### src/design/mem_pkg.sv
`default_nettype none

package mem_pkg;

    // --------------------------------------------------
    // widths
    // --------------------------------------------------
    localparam int unsigned XLEN = 32;

    typedef logic [XLEN-1:0] data_t;
    typedef logic [4:0]      reg_addr_t;
    typedef logic [11:0]     csr_addr_t;
    typedef logic [3:0]      byte_sel_t;

    // --------------------------------------------------
    // csr addresses and bit positions
    // --------------------------------------------------
    localparam csr_addr_t CSR_MSTATUS = 12'h300;
    localparam csr_addr_t CSR_MIE     = 12'h304;
    localparam csr_addr_t CSR_MTVEC   = 12'h305;
    localparam csr_addr_t CSR_MEPC    = 12'h341;

    // global interrupt enable in mstatus
    localparam int unsigned MSTATUS_MIE_BIT = 3;
    // per-source enables in mie
    localparam int unsigned MIE_MSIE_BIT = 3;
    localparam int unsigned MIE_MTIE_BIT = 7;
    localparam int unsigned MIE_MEIE_BIT = 11;

    // --------------------------------------------------
    // enums
    // --------------------------------------------------
    typedef enum logic [3:0] {
        MEM_OP_NONE = 4'd0,
        MEM_OP_LB   = 4'd1,
        MEM_OP_LBU  = 4'd2,
        MEM_OP_LH   = 4'd3,
        MEM_OP_LHU  = 4'd4,
        MEM_OP_LW   = 4'd5,
        MEM_OP_SB   = 4'd6,
        MEM_OP_SH   = 4'd7,
        MEM_OP_SW   = 4'd8
    } mem_op_e;

    // cause codes as seen by the trap handler
    typedef enum logic [3:0] {
        EXT_INT        = 4'd0,
        ECALL          = 4'd1,
        TRAP           = 4'd2,
        TIMER          = 4'd3,
        ILLEGAL        = 4'd4,
        LOAD_MISALIGN  = 4'd5,
        STORE_MISALIGN = 4'd6,
        OVERFLOW       = 4'd7,
        MRET           = 4'd15
    } trap_cause_e;

    // --------------------------------------------------
    // grouped signals
    // --------------------------------------------------
    // events raised by the instruction itself
    typedef struct packed {
        logic ecall;
        logic illegal;
        logic trap;
        logic overflow;
        logic mret;
    } except_flags_t;

    typedef struct packed {
        logic        valid;
        trap_cause_e cause;
    } trap_t;

    // request on the data bus
    typedef struct packed {
        logic      ce;
        logic      we;
        byte_sel_t sel;
        data_t     addr;
        data_t     wdata;
    } mem_req_t;

    typedef struct packed {
        logic      we;
        csr_addr_t addr;
        data_t     data;
    } csr_wr_t;

    // committed or forwarded csr values
    typedef struct packed {
        data_t mstatus;
        data_t mie;
        data_t mepc;
        data_t mtvec;
    } csr_view_t;

    // payload handed to writeback
    typedef struct packed {
        logic      wreg;
        reg_addr_t wd;
        data_t     result;
        csr_wr_t   csr;
    } wb_t;

endpackage

`default_nettype wire

### src/design/load_align.sv
`timescale 1ns/1ps
`default_nettype none

module load_align (
    input  mem_pkg::mem_op_e op_i,
    input  logic [1:0]       offset_i,
    input  mem_pkg::data_t   load_data_i,
    output mem_pkg::data_t   data_o,
    output logic             misaligned_o
);

    logic [7:0]  lane_byte;
    logic [15:0] lane_half;

    // byte lanes run big end first, offset 0 is bits 31:24
    always_comb begin
        case (offset_i)
            2'd0:    lane_byte = load_data_i[31:24];
            2'd1:    lane_byte = load_data_i[23:16];
            2'd2:    lane_byte = load_data_i[15:8];
            default: lane_byte = load_data_i[7:0];
        endcase
    end

    // upper half at offset 0, lower half at offset 2
    assign lane_half = offset_i[1] ? load_data_i[15:0] : load_data_i[31:16];

    always_comb begin
        data_o       = '0;
        misaligned_o = 1'b0;
        case (op_i)
            mem_pkg::MEM_OP_LB: begin
                data_o = {{24{lane_byte[7]}}, lane_byte};
            end
            mem_pkg::MEM_OP_LBU: begin
                data_o = {24'd0, lane_byte};
            end
            mem_pkg::MEM_OP_LH, mem_pkg::MEM_OP_LHU: begin
                // odd offset cannot hold a halfword
                if (offset_i[0]) begin
                    misaligned_o = 1'b1;
                end else if (op_i == mem_pkg::MEM_OP_LH) begin
                    data_o = {{16{lane_half[15]}}, lane_half};
                end else begin
                    data_o = {16'd0, lane_half};
                end
            end
            mem_pkg::MEM_OP_LW: begin
                if (offset_i != 2'd0) begin
                    misaligned_o = 1'b1;
                end else begin
                    data_o = load_data_i;
                end
            end
            // stores and no-op return nothing
            default: begin
                data_o = '0;
            end
        endcase
    end

endmodule

`default_nettype wire

### src/design/store_align.sv
`timescale 1ns/1ps
`default_nettype none

module store_align (
    input  mem_pkg::mem_op_e  op_i,
    input  logic [1:0]        offset_i,
    input  mem_pkg::data_t    store_data_i,
    output mem_pkg::data_t    data_o,
    output mem_pkg::byte_sel_t sel_o,
    output logic              misaligned_o
);

    logic size_bad;
    logic is_store;

    // select follows access size, loads included
    always_comb begin
        sel_o    = 4'b0000;
        size_bad = 1'b0;
        case (op_i)
            mem_pkg::MEM_OP_LB, mem_pkg::MEM_OP_LBU, mem_pkg::MEM_OP_SB: begin
                // offset 0 marks bit 0, offset 3 marks bit 3
                sel_o = 4'b0001 << offset_i;
            end
            mem_pkg::MEM_OP_LH, mem_pkg::MEM_OP_LHU, mem_pkg::MEM_OP_SH: begin
                case (offset_i)
                    2'd0:    sel_o = 4'b0011;
                    2'd2:    sel_o = 4'b1100;
                    default: size_bad = 1'b1;
                endcase
            end
            mem_pkg::MEM_OP_LW, mem_pkg::MEM_OP_SW: begin
                if (offset_i == 2'd0) begin
                    sel_o = 4'b1111;
                end else begin
                    size_bad = 1'b1;
                end
            end
            default: begin
                sel_o = 4'b0000;
            end
        endcase
    end

    // replicate so any selected lane sees the value
    always_comb begin
        case (op_i)
            mem_pkg::MEM_OP_SB: data_o = {4{store_data_i[7:0]}};
            mem_pkg::MEM_OP_SH: data_o = {2{store_data_i[15:0]}};
            mem_pkg::MEM_OP_SW: data_o = store_data_i;
            default:            data_o = '0;
        endcase
    end

    assign is_store = (op_i == mem_pkg::MEM_OP_SB) || (op_i == mem_pkg::MEM_OP_SH) ||
                      (op_i == mem_pkg::MEM_OP_SW);

    // load misalignment is flagged by load_align
    assign misaligned_o = is_store && size_bad;

endmodule

`default_nettype wire

### src/design/csr_bypass.sv
`timescale 1ns/1ps
`default_nettype none

module csr_bypass (
    input  mem_pkg::csr_wr_t   wb_csr_i,
    input  mem_pkg::csr_view_t csr_i,
    output mem_pkg::csr_view_t csr_o
);

    logic hit_mstatus;
    logic hit_mie;
    logic hit_mepc;
    logic hit_mtvec;

    // --------------------------------------------------
    // address match against the write now in writeback
    // --------------------------------------------------
    assign hit_mstatus = wb_csr_i.we && (wb_csr_i.addr == mem_pkg::CSR_MSTATUS);
    assign hit_mie     = wb_csr_i.we && (wb_csr_i.addr == mem_pkg::CSR_MIE);
    assign hit_mepc    = wb_csr_i.we && (wb_csr_i.addr == mem_pkg::CSR_MEPC);
    assign hit_mtvec   = wb_csr_i.we && (wb_csr_i.addr == mem_pkg::CSR_MTVEC);

    // --------------------------------------------------
    // forward over committed values
    // --------------------------------------------------
    // newer writeback data wins
    assign csr_o.mstatus = hit_mstatus ? wb_csr_i.data : csr_i.mstatus;
    assign csr_o.mie     = hit_mie     ? wb_csr_i.data : csr_i.mie;
    // mepc and mtvec feed the hazard unit
    assign csr_o.mepc    = hit_mepc    ? wb_csr_i.data : csr_i.mepc;
    assign csr_o.mtvec   = hit_mtvec   ? wb_csr_i.data : csr_i.mtvec;

endmodule

`default_nettype wire

### src/design/trap_arbiter.sv
`timescale 1ns/1ps
`default_nettype none

module trap_arbiter (
    input  mem_pkg::csr_view_t     csr_i,
    input  mem_pkg::data_t         inst_addr_i,
    input  mem_pkg::except_flags_t flags_i,
    input  logic                   load_misaligned_i,
    input  logic                   store_misaligned_i,
    input  logic                   ext_int_i,
    input  logic                   timer_i,
    output mem_pkg::trap_t         trap_o
);

    logic gate_open;
    logic msie;
    logic mtie;
    logic meie;

    // --------------------------------------------------
    // enables
    // --------------------------------------------------
    // zero address means no real instruction has arrived yet
    assign gate_open = csr_i.mstatus[mem_pkg::MSTATUS_MIE_BIT] && (inst_addr_i != '0);

    assign msie = csr_i.mie[mem_pkg::MIE_MSIE_BIT];
    assign mtie = csr_i.mie[mem_pkg::MIE_MTIE_BIT];
    assign meie = csr_i.mie[mem_pkg::MIE_MEIE_BIT];

    // --------------------------------------------------
    // fixed priority pick
    // --------------------------------------------------
    always_comb begin
        trap_o.valid = 1'b0;
        trap_o.cause = mem_pkg::EXT_INT;
        if (gate_open) begin
            trap_o.valid = 1'b1;
            // interrupts first, each masked by its mie bit
            if (ext_int_i && meie) begin
                trap_o.cause = mem_pkg::EXT_INT;
            end else if (flags_i.ecall && msie) begin
                trap_o.cause = mem_pkg::ECALL;
            end else if (flags_i.trap && msie) begin
                trap_o.cause = mem_pkg::TRAP;
            end else if (timer_i && mtie) begin
                trap_o.cause = mem_pkg::TIMER;
            // synchronous exceptions are not maskable
            end else if (flags_i.illegal) begin
                trap_o.cause = mem_pkg::ILLEGAL;
            end else if (load_misaligned_i) begin
                trap_o.cause = mem_pkg::LOAD_MISALIGN;
            end else if (store_misaligned_i) begin
                trap_o.cause = mem_pkg::STORE_MISALIGN;
            end else if (flags_i.overflow) begin
                trap_o.cause = mem_pkg::OVERFLOW;
            end else if (flags_i.mret) begin
                trap_o.cause = mem_pkg::MRET;
            end else begin
                // nothing pending
                trap_o.valid = 1'b0;
            end
        end
    end

endmodule

`default_nettype wire

### src/design/mem_stage.sv
`timescale 1ns/1ps
`default_nettype none

module mem_stage (
    input  logic                   clk,
    input  logic                   arst_n_i,
    input  mem_pkg::mem_op_e       op_i,
    input  mem_pkg::data_t         addr_i,
    input  mem_pkg::data_t         store_data_i,
    input  mem_pkg::data_t         load_data_i,
    input  mem_pkg::reg_addr_t     wd_i,
    input  logic                   wreg_i,
    input  mem_pkg::data_t         result_i,
    input  mem_pkg::csr_wr_t       csr_wr_i,
    input  mem_pkg::csr_wr_t       wb_csr_i,
    input  mem_pkg::csr_view_t     csr_i,
    input  mem_pkg::except_flags_t flags_i,
    input  mem_pkg::data_t         inst_addr_i,
    input  logic                   ext_int_i,
    input  logic                   timer_i,
    output mem_pkg::mem_req_t      mem_req_o,
    output mem_pkg::trap_t         trap_o,
    output mem_pkg::data_t         mepc_o,
    output mem_pkg::data_t         mtvec_o,
    output mem_pkg::wb_t           wb_o
);

    logic                 is_load;
    logic                 is_store;
    mem_pkg::data_t       ld_data;
    logic                 ld_misaligned;
    mem_pkg::data_t       st_data;
    mem_pkg::byte_sel_t   st_sel;
    logic                 st_misaligned;
    mem_pkg::csr_view_t   csr_fwd;
    mem_pkg::wb_t         wb_d;

    // --------------------------------------------------
    // op decode
    // --------------------------------------------------
    always_comb begin
        is_load  = 1'b0;
        is_store = 1'b0;
        case (op_i)
            mem_pkg::MEM_OP_LB, mem_pkg::MEM_OP_LBU, mem_pkg::MEM_OP_LH,
            mem_pkg::MEM_OP_LHU, mem_pkg::MEM_OP_LW: is_load  = 1'b1;
            mem_pkg::MEM_OP_SB, mem_pkg::MEM_OP_SH,
            mem_pkg::MEM_OP_SW:                      is_store = 1'b1;
            default:                                 is_load  = 1'b0;
        endcase
    end

    load_align i_load_align (
        .op_i         (op_i),
        .offset_i     (addr_i[1:0]),
        .load_data_i  (load_data_i),
        .data_o       (ld_data),
        .misaligned_o (ld_misaligned)
    );

    store_align i_store_align (
        .op_i         (op_i),
        .offset_i     (addr_i[1:0]),
        .store_data_i (store_data_i),
        .data_o       (st_data),
        .sel_o        (st_sel),
        .misaligned_o (st_misaligned)
    );

    csr_bypass i_csr_bypass (
        .wb_csr_i (wb_csr_i),
        .csr_i    (csr_i),
        .csr_o    (csr_fwd)
    );

    trap_arbiter i_trap_arbiter (
        .csr_i              (csr_fwd),
        .inst_addr_i        (inst_addr_i),
        .flags_i            (flags_i),
        .load_misaligned_i  (ld_misaligned),
        .store_misaligned_i (st_misaligned),
        .ext_int_i          (ext_int_i),
        .timer_i            (timer_i),
        .trap_o             (trap_o)
    );

    // --------------------------------------------------
    // data bus request
    // --------------------------------------------------
    assign mem_req_o.ce    = is_load || is_store;
    // any taken trap kills the write
    assign mem_req_o.we    = is_store && !trap_o.valid;
    // sel and wdata are already zero for no-op
    assign mem_req_o.sel   = st_sel;
    assign mem_req_o.addr  = addr_i;
    assign mem_req_o.wdata = st_data;

    // forwarded values for the hazard unit
    assign mepc_o  = csr_fwd.mepc;
    assign mtvec_o = csr_fwd.mtvec;

    // --------------------------------------------------
    // writeback register
    // --------------------------------------------------
    assign wb_d.wreg   = wreg_i;
    assign wb_d.wd     = wd_i;
    // loads return memory data, stores return nothing
    assign wb_d.result = is_load  ? ld_data :
                         is_store ? '0      : result_i;
    assign wb_d.csr    = csr_wr_i;

    always_ff @(posedge clk or negedge arst_n_i) begin
        if (!arst_n_i) begin
            wb_o <= '0;
        end else begin
            wb_o <= wb_d;
        end
    end

endmodule

`default_nettype wire

### config.mk
export PLATFORM = sky130hd
export DESIGN_NAME = mem_stage
export DESIGN_NICKNAME = d
export VERILOG_FILES = /design/src/design/mem_pkg.sv /design/src/design/load_align.sv /design/src/design/store_align.sv /design/src/design/csr_bypass.sv /design/src/design/trap_arbiter.sv /design/src/design/mem_stage.sv
export SDC_FILE = /design/constraint.sdc
export NUM_CORES = 1
export LEC_CHECK = 0
export BUFFER_PORTS_ARGS = -buffer_cell sky130_fd_sc_hd__buf_2
export CAP_MARGIN = 10
export CORE_AREA = 4 4 240 242
export CTS_CLUSTER_DIAMETER = 80
export CTS_CLUSTER_SIZE = 25
export DETAILED_ROUTE_END_ITERATION = 10
export DIE_AREA = 0 0 244 246
export PLACE_DENSITY = 0.32
export SETUP_SLACK_MARGIN = 0.02
export SLEW_MARGIN = 10
export SYNTH_ARGS = -nofsm -noshare
export SYNTH_HDL_FRONTEND = slang
export SYNTH_SLANG_ARGS = --single-unit
export TNS_END_PERCENT = 100
### constraint.sdc
create_clock -name clk -period 4.75 [get_ports clk]
set_input_delay 0 -clock clk [delete_from_list [all_inputs] [get_ports clk]]
set_output_delay 0 -clock clk [all_outputs]
set_load 0.1 [all_outputs]
==> results of run 1 <==
[metrics by stage]
step	power, mW	setup slack [ns]	instance area, sq um	utilization [%]
2_1_floorplan	1.76	0.309	5090	-
3_3_place_gp	1.99	1.64	8220	14.9
3_5_place_dp	2.00	1.63	8220	14.9
4_1_cts	2.78	1.63	9560	17.3
5_1_grt	2.85	1.39	9580	17.4
6_report	2.73	1.78	9590	17.4
[report_power, final]
part	switching (mW)	internal, mW
registers	0.0142	0.754
logic	0.977	0.305
clock network	0.317	0.364
total	1.31	1.42
[path summary, 6_finish.rpt]
path / startpoint / endpoint / slack (ns) / cells after the start
min in group asynchronous: arst_n_i / wb_o[2] / 0.07 / 2
min: addr_i[27] / mem_req_o[59] / 0.00004 / 0
max: op_i[0] / mem_req_o[68] / 1.78 / 7
max in group asynchronous: arst_n_i / wb_o[15] / 3.54 / 3
[worst max-delay path, stage by stage]
cell	delay (ns)
sky130_fd_sc_hd__buf_2	0.31
sky130_fd_sc_hd__and3_1	0.31
sky130_fd_sc_hd__a221oi_1	0.61
sky130_fd_sc_hd__nor4b_1	0.70
sky130_fd_sc_hd__nand2_1	0.11
sky130_fd_sc_hd__o41ai_1	0.39
sky130_fd_sc_hd__buf_2	0.51
[routing by layer]
metal	vias to the layer above	part of all wire, %	GRT usage, %
met5	-	0.067	0
li1	2918	-	-
met1	3004	33	11.3
met2	392	57	25.4
met4	4	2.7	4.35
met3	83	6.9	2.69
[area by class of cell]
class | count | area (sq um)
sequential | 83 | 2080
tap | 748 | 936
antenna | 9 | 22.5
inverter | 3 | 11.3
clock buffer | 9 | 225
fill | 6285 | 45500
timing repair buffer | 611 | 3610
multi-input combinational | 336 | 2650
clock inverter | 7 | 58.8
[cells in the final DEF (no fill, tap or decap), types with 3 or more instances in the layout]
cell type / synthesis / final
sky130_fd_sc_hd__o21ai_0: 33 / 33
sky130_fd_sc_hd__inv_6: 0 / 3
sky130_fd_sc_hd__buf_4: 32 / 8
sky130_fd_sc_hd__clkbuf_16: 0 / 9
sky130_fd_sc_hd__mux2_1: 3 / 3
sky130_fd_sc_hd__a22oi_1: 9 / 9
sky130_fd_sc_hd__nor4_1: 9 / 9
sky130_fd_sc_hd__nand2b_1: 9 / 8
sky130_fd_sc_hd__a21oi_1: 16 / 16
sky130_fd_sc_hd__dlygate4sd3_1: 0 / 106
sky130_fd_sc_hd__nand3_1: 8 / 7
sky130_fd_sc_hd__a222oi_1: 7 / 7
sky130_fd_sc_hd__nor2_1: 11 / 11
sky130_fd_sc_hd__inv_1: 3 / 3
sky130_fd_sc_hd__o21a_1: 8 / 8
sky130_fd_sc_hd__diode_2: 0 / 9
sky130_fd_sc_hd__mux2_2: 63 / 63
sky130_fd_sc_hd__nor3b_1: 3 / 3
sky130_fd_sc_hd__dfrtp_1: 83 / 83
sky130_fd_sc_hd__nor2b_1: 4 / 4
sky130_fd_sc_hd__buf_2: 3 / 497
sky130_fd_sc_hd__nor3_1: 4 / 4
sky130_fd_sc_hd__nand2_1: 35 / 35
sky130_fd_sc_hd__mux2i_1: 22 / 22
sky130_fd_sc_hd__a221o_1: 16 / 16
sky130_fd_sc_hd__and2_1: 11 / 11
sky130_fd_sc_hd__a22o_1: 17 / 17
[cells by family after synthesis]
group                     count (synthesis)  share of synthesized area (%)
AOI/OAI and AO/OA                       125                           17.8
and+or+nand+nor                         118                           13.6
muxes                                    89                           19.4
DFF                                      83                           40.8
buffers and inverters                    72                           7.75
xor gates and xnor gates                  4                          0.689
==> results summary, run 1 <==
The run finished with clean final reports. The proportion of synthesized flip-flops having asynchronous set or reset came out at 100%. The worst path required time is roughly 4.8 ns. TritonCTS built the clock tree. Setup violations remaining at the end of the flow were counted as 0. After the first detailed-routing iteration, the DRC count stood at 247. The mean post-synth cell area is 10.4 sq um. The mean number of vias per cell came out at 3.54.

The distinct cell type count after synthesis came out at 57. In the finished design, the share of the clock period the worst path needs comes to 62.5%. Relative to the synthesized area, the layout overhead comes to 88.5%.

The wire-length estimate of the detail-placed layout is approximately 34000 microns. The initial antenna violation count is 30. The global-route wire length before repair is 51600 microns. The horizontal extent of the die came out at approximately 240 microns.

The post-detailed-routing wire length is 38800 microns. Summing the sequential cell areas from Yosys gives 40.8% of the chip area. Hold is met by 0.0000386 ns. In this run, placement finished with an instance count of 1675. In this run the tightest slew margin relative to its limit is 24.5%.

The worst setup path is launched from an input pin. The total negative slack came out at 0 ns. The worst-case clock buffer depth is 2. The number of hold-slack violations in the final timing report came out at 0.

In the synthesized netlist, the number of instances is 491. The slew at the pin closest to its max-slew limit is 1.13 ns. Yosys attributes the largest share of cell area to sky130_fd_sc_hd__dfrtp_1, sky130_fd_sc_hd__mux2_2, sky130_fd_sc_hd__buf_4, sky130_fd_sc_hd__mux2i_1, sky130_fd_sc_hd__o21ai_0. The flip-flop and latch count after synthesis came out at 83.

Yosys mapped a number of flops with a built-in enable equal to 0. The net count of the mapped netlist is roughly 890. The die boundary height came out at 246 microns.

Dividing total power by cell area gives a power density of 285 nW/um^2. The die area is 60000 sq um. The total global-route track usage is between 10% and 20%.

The tightest min-delay check is of the in2out type. The largest registers in the layout are wb_o (83). Among all flip-flop cells after synthesis, the most frequent one is sky130_fd_sc_hd__dfrtp_1. The maximum frequency from static timing analysis is 337 MHz.

The total overflow left after global routing is 0. The register with the most flip-flops in the layout has 83 of them. Ranked by flip-flop count, first place goes to wb_o. During synthesis, Yosys emitted a total of 0 warnings.

The cell chosen for the clock root is sky130_fd_sc_hd__clkbuf_16. The count of hold-fix buffers inserted at cts is 105. The deepest level of the CTS H-tree came out at 3. Ranked by instance count, the synthesized netlist is headed by sky130_fd_sc_hd__dfrtp_1, sky130_fd_sc_hd__mux2_2, sky130_fd_sc_hd__nand2_1. The floorplan core area is 55100 sq um. The worst setup path is of the in2out kind.

The DRC violations left came out at 0. The first detailed-routing pass ran for 4 iterations. The number of standard cells in the final layout excluding fillers is 1806. The post-cts repair resize count is 0. The shortest clock period the worst path allows after layout came out at 2.97 ns. The fraction of final layout cells sized beyond drive strength 1 came out at 57.0%.

The top-area cell type share of the netlist area came out at between 40% and 50%. The kind of end point of the critical path is a primary output. The floorplan has 86 rows.

Data arrives at the worst endpoint at between 2 and 3 ns. The count of port buffers added during placement came out at 498. The final routed wire length divided by cell count is 21.5 microns.

The number of max-slew violations in the final report was 0. Setup repair after global routing left no endpoint under its margin. Clock tree synthesis found a total of 83 sinks. The largest total area in the synthesized netlist belongs to sky130_fd_sc_hd__dfrtp_1. The TritonCTS buffer count is 9. The number of global-route vias before repair came out at 6733. The routability-driven placement congestion ratio came out at 0.867.

The static power due to leakage came out at approximately 4.6 nW. The initial standard-cell utilization of the core is 9.23%. The number of buffers inserted by post-CTS setup repair came out at 0.

Once detail routing completed, the nets flagged for antenna violations numbered 0. The maximum fanout along the worst path came out at 29. The max capacitance violation total came out at 0. For this run, the post-layout net count is 1441. The maximum number of pins on one net before global-route repair came out at between 60 and 70. The total number of vias is 6401. Summing every instance area after synthesis gives 5090 sq um. The total I/O pin count is 619. The worst IR drop on VDD is between 0.2 and 0.25 mV.

In the post-synthesis netlist, the cell with the most instances is sky130_fd_sc_hd__dfrtp_1.
Note: power is estimated with default switching activity, not from simulation.
==> inputs of run 2 (changes only) <==
--- a/config.mk
+++ b/config.mk
@@ -7,12 +7,12 @@
 export LEC_CHECK = 0
 export BUFFER_PORTS_ARGS = -buffer_cell sky130_fd_sc_hd__buf_2
 export CAP_MARGIN = 10
-export CORE_AREA = 4 4 240 242
+export CORE_AREA = 4 4 236 238
 export CTS_CLUSTER_DIAMETER = 80
 export CTS_CLUSTER_SIZE = 25
 export DETAILED_ROUTE_END_ITERATION = 10
-export DIE_AREA = 0 0 244 246
-export PLACE_DENSITY = 0.32
+export DIE_AREA = 0 0 240 242
+export PLACE_DENSITY = 0.33
 export SETUP_SLACK_MARGIN = 0.02
 export SLEW_MARGIN = 10
 export SYNTH_ARGS = -nofsm -noshare
==> constraint.sdc (replaced) <==
create_clock -name clk -period 3 [get_ports clk]
set_input_delay 0 -clock clk [delete_from_list [all_inputs] [get_ports clk]]
set_output_delay 0 -clock clk [all_outputs]
set_load 0.1 [all_outputs]
==> run 2 against run 1 <==
- global-route usage decreased by 0.17 points
- first-iteration DRC count increased by 4.9%
- sequential power increased by 57%
==> results summary, run 2 (synthesized netlist as in run 1, its figures left out) <==
The run finished with clean final reports. The worst endpoint data arrival time came to 2.49 ns (-0.48 ns). The worst slew margin relative to its limit is 32.4% (+7.9 points). The initial antenna violation count is 22 (-27%). The worst-case clock buffer depth came out at 2 (unchanged). The total global-route track usage came out at 12.0% (-0.17 points). The switching power is 2.08 mW (+59%). The total negative slack is 0 ns (unchanged). The die boundary height came to 242 microns (-1.6%). The storage element area was 2080 sq um (unchanged). The total I/O pin count came out at 619 (unchanged). The mean number of vias per cell came out at 3.59 (+1.4%). The worst path required time came out at 3.00 ns (-1.75 ns). The post-detailed-routing wire length is 36900 microns (-4.7%). The final standard cell area without fillers came to 9760 sq um (+1.7%).

The min-delay analysis places its worst path in the category in2out. The worst IR drop on VDD came out at 0.268 mV (+28%). The launching element type of the critical path is an input pin. The number of max-slew violations in the final report came out at 0 (unchanged). The cell area power density is 474 nW/um^2 (+66%). The length of the first detailed-routing pass in iterations is 6 (+2). The floorplan core area is 53600 sq um (-2.7%). The number of setup violations in the final report is 0 (unchanged). The worst stage delay on the critical path came out at 0.57 ns (-0.13 ns). The static power due to leakage was 4.70 nW (+2.2%).

The DRC violations left came to 0 (unchanged). The end-of-flow core utilization is 18.2% (+0.79 points). The residual antenna-violating net count after detailed routing is 0 (unchanged). The maximum frequency from static timing analysis is 402 MHz.

Leaving out fill and tap cells, the most frequent cell in the layout is sky130_fd_sc_hd__buf_2. The filler cell count in the final layout came out at 6027 (-4.1%). The relative contribution of sequential cells to total power is 26.2% (-1.9 points).

The critical path in this run is classified as in2out. The part of the total power dissipated in the clock network came out at 29.2% (+4.3 points). The number of clock sinks is 83 (unchanged). The final routed wire length divided by cell count came out at 21.0 microns (-2.3%). The signal on the critical path passes through buf_2, or4b_4, nor4_4, mux2i_1, or3_4, nor3_2, buf_2. The slew at the pin closest to its max-slew limit came out at 1.01 ns (-0.119 ns).

The switching part of the total power came out at 45.0% (-2.9 points). Leaving out fill and tap cells, the most frequent cells in the layout are sky130_fd_sc_hd__buf_2, sky130_fd_sc_hd__dlygate4sd3_1, sky130_fd_sc_hd__dfrtp_1. The layout net count came out at 1450 (+0.62%). The number of rows created at floorplan is 85 (-1.2%). The count of port buffers added during placement is 498 (unchanged).

The total number of vias came out at 6328 (-1.1%). The fraction of final layout cells sized beyond drive strength 1 came out at 57.7% (+0.65 points). The buffer and inverter count on the worst path is 2 (unchanged).

The instance area at placement was 8320 sq um (+1.2%). The number of hold-slack violations in the final timing report was 0 (unchanged). The shortest clock period the worst path allows after layout came out at 2.49 ns. The total congestion overflow after global routing came out at 0 (unchanged). The layout-stage area growth over the synthesis result came out at 91.8%. The die area was 58100 sq um (-3.2%). In the final layout, the registers with the most flip-flops are wb_o (83).

The horizontal extent of the die is 240 microns (-1.6%). The power share of the combinational group came out at 44.6% (-2.3 points). The final hold slack came out at 0.0000386 ns (-0.00000000780 ns). The global-route wire length before repair came out at 50100 microns (-3.1%). The routability-driven placement congestion ratio is 0.821 (-5.2%). The maximum fanout along the worst path is 7 (-76%).

The largest individual stage delay along the critical path comes from the cell sky130_fd_sc_hd__or4b_4. The register with the most flip-flops in the final layout is wb_o. The count of hold-fix buffers inserted at cts came out at 107 (+1.9%).

The most frequent cell on the critical path is sky130_fd_sc_hd__buf_2. The number of buffers inserted by post-CTS setup repair is 0 (unchanged). The sum of net half-perimeters after detailed placement came out at 31900 microns (-4.8%). The max capacitance violation total came out at 0 (unchanged). The kind of end point of the critical path is a primary output. The number of violations reported at the end of detailed-routing iteration 0 came out at 259 (+4.9%). The post-cts repair resize count came out at 0 (unchanged).

The tree is rooted in a sky130_fd_sc_hd__clkbuf_16. The cell family contributing the most delay on the critical path is simple AND/OR/NAND/NOR gates. The CTS tree is built. The number of flip-flops under the largest register name is 83 (unchanged). The initial standard-cell utilization of the core is 9.49% (+0.26 points). The number of global-route vias before repair came out at 6749 (+0.24%).

The worst path uses between 80% and 90% of the clock period. The maximum number of pins on one net before global-route repair came to 40 (-39%). The internal power component is 2.54 mW (+79%).

The number of cells after detailed placement is 1631 (-2.6%). The number of standard cells in the final layout excluding fillers came out at 1761 (-2.5%). The area occupied by multi-input gates came to 2680 sq um (+0.94%). Setup repair after global routing left no endpoint under its margin.

The TritonCTS buffer count is 9 (unchanged). The deepest level of the CTS H-tree came to 3 (unchanged).
[run 2: power groups by stage]
stage          registers [mW]  logic, mW  clock network, mW
2_1_floorplan            1.81      0.984                  0
6_report                 1.21       2.06               1.35
3_5_place_dp             1.24       1.95                  0
5_1_grt                  1.22       2.15               1.43
4_1_cts                  1.22       2.09               1.39
3_3_place_gp             1.24       1.95                  0
[run 2: routing by layer]
metal | vias up | track usage (%) | share of wire [%]
met2 | 365 | 23.8 | 54
met3 | 76 | 3.12 | 8.4
met4 | 10 | 3.26 | 2.6
met5 | - | 0 | 0.19
li1 | 2936 | - | -
met1 | 2941 | 12.1 | 35
[run 2: final timing paths]
check                              from            end  slack (ns)  cells past startpoint
max                        wb_csr_i[33]      trap_o[3]        0.51                      7
min                          addr_i[12]  mem_req_o[44]     0.00004                      0
max in group asynchronous      arst_n_i       wb_o[32]        2.00                      3
min in group asynchronous      arst_n_i        wb_o[5]        0.18                      2
[run 2: metrics by stage]
step,power (mW),setup WS [ns]
floorplan,2.79,-0.194
global placement,3.19,0.530
detailed placement,3.19,0.503
CTS,4.70,0.496
global route,4.81,0.395
finish,4.63,0.513
[run 2: layout make-up]
class                      instances  area share (%)
timing repair buffer             620            38.5
multi-input combinational        336            27.4
sequential                        83            21.3
tap                              696            8.93
clock buffer                      11            2.49
clock inverter                     5            1.10
antenna                            7           0.180
inverter                           3           0.115
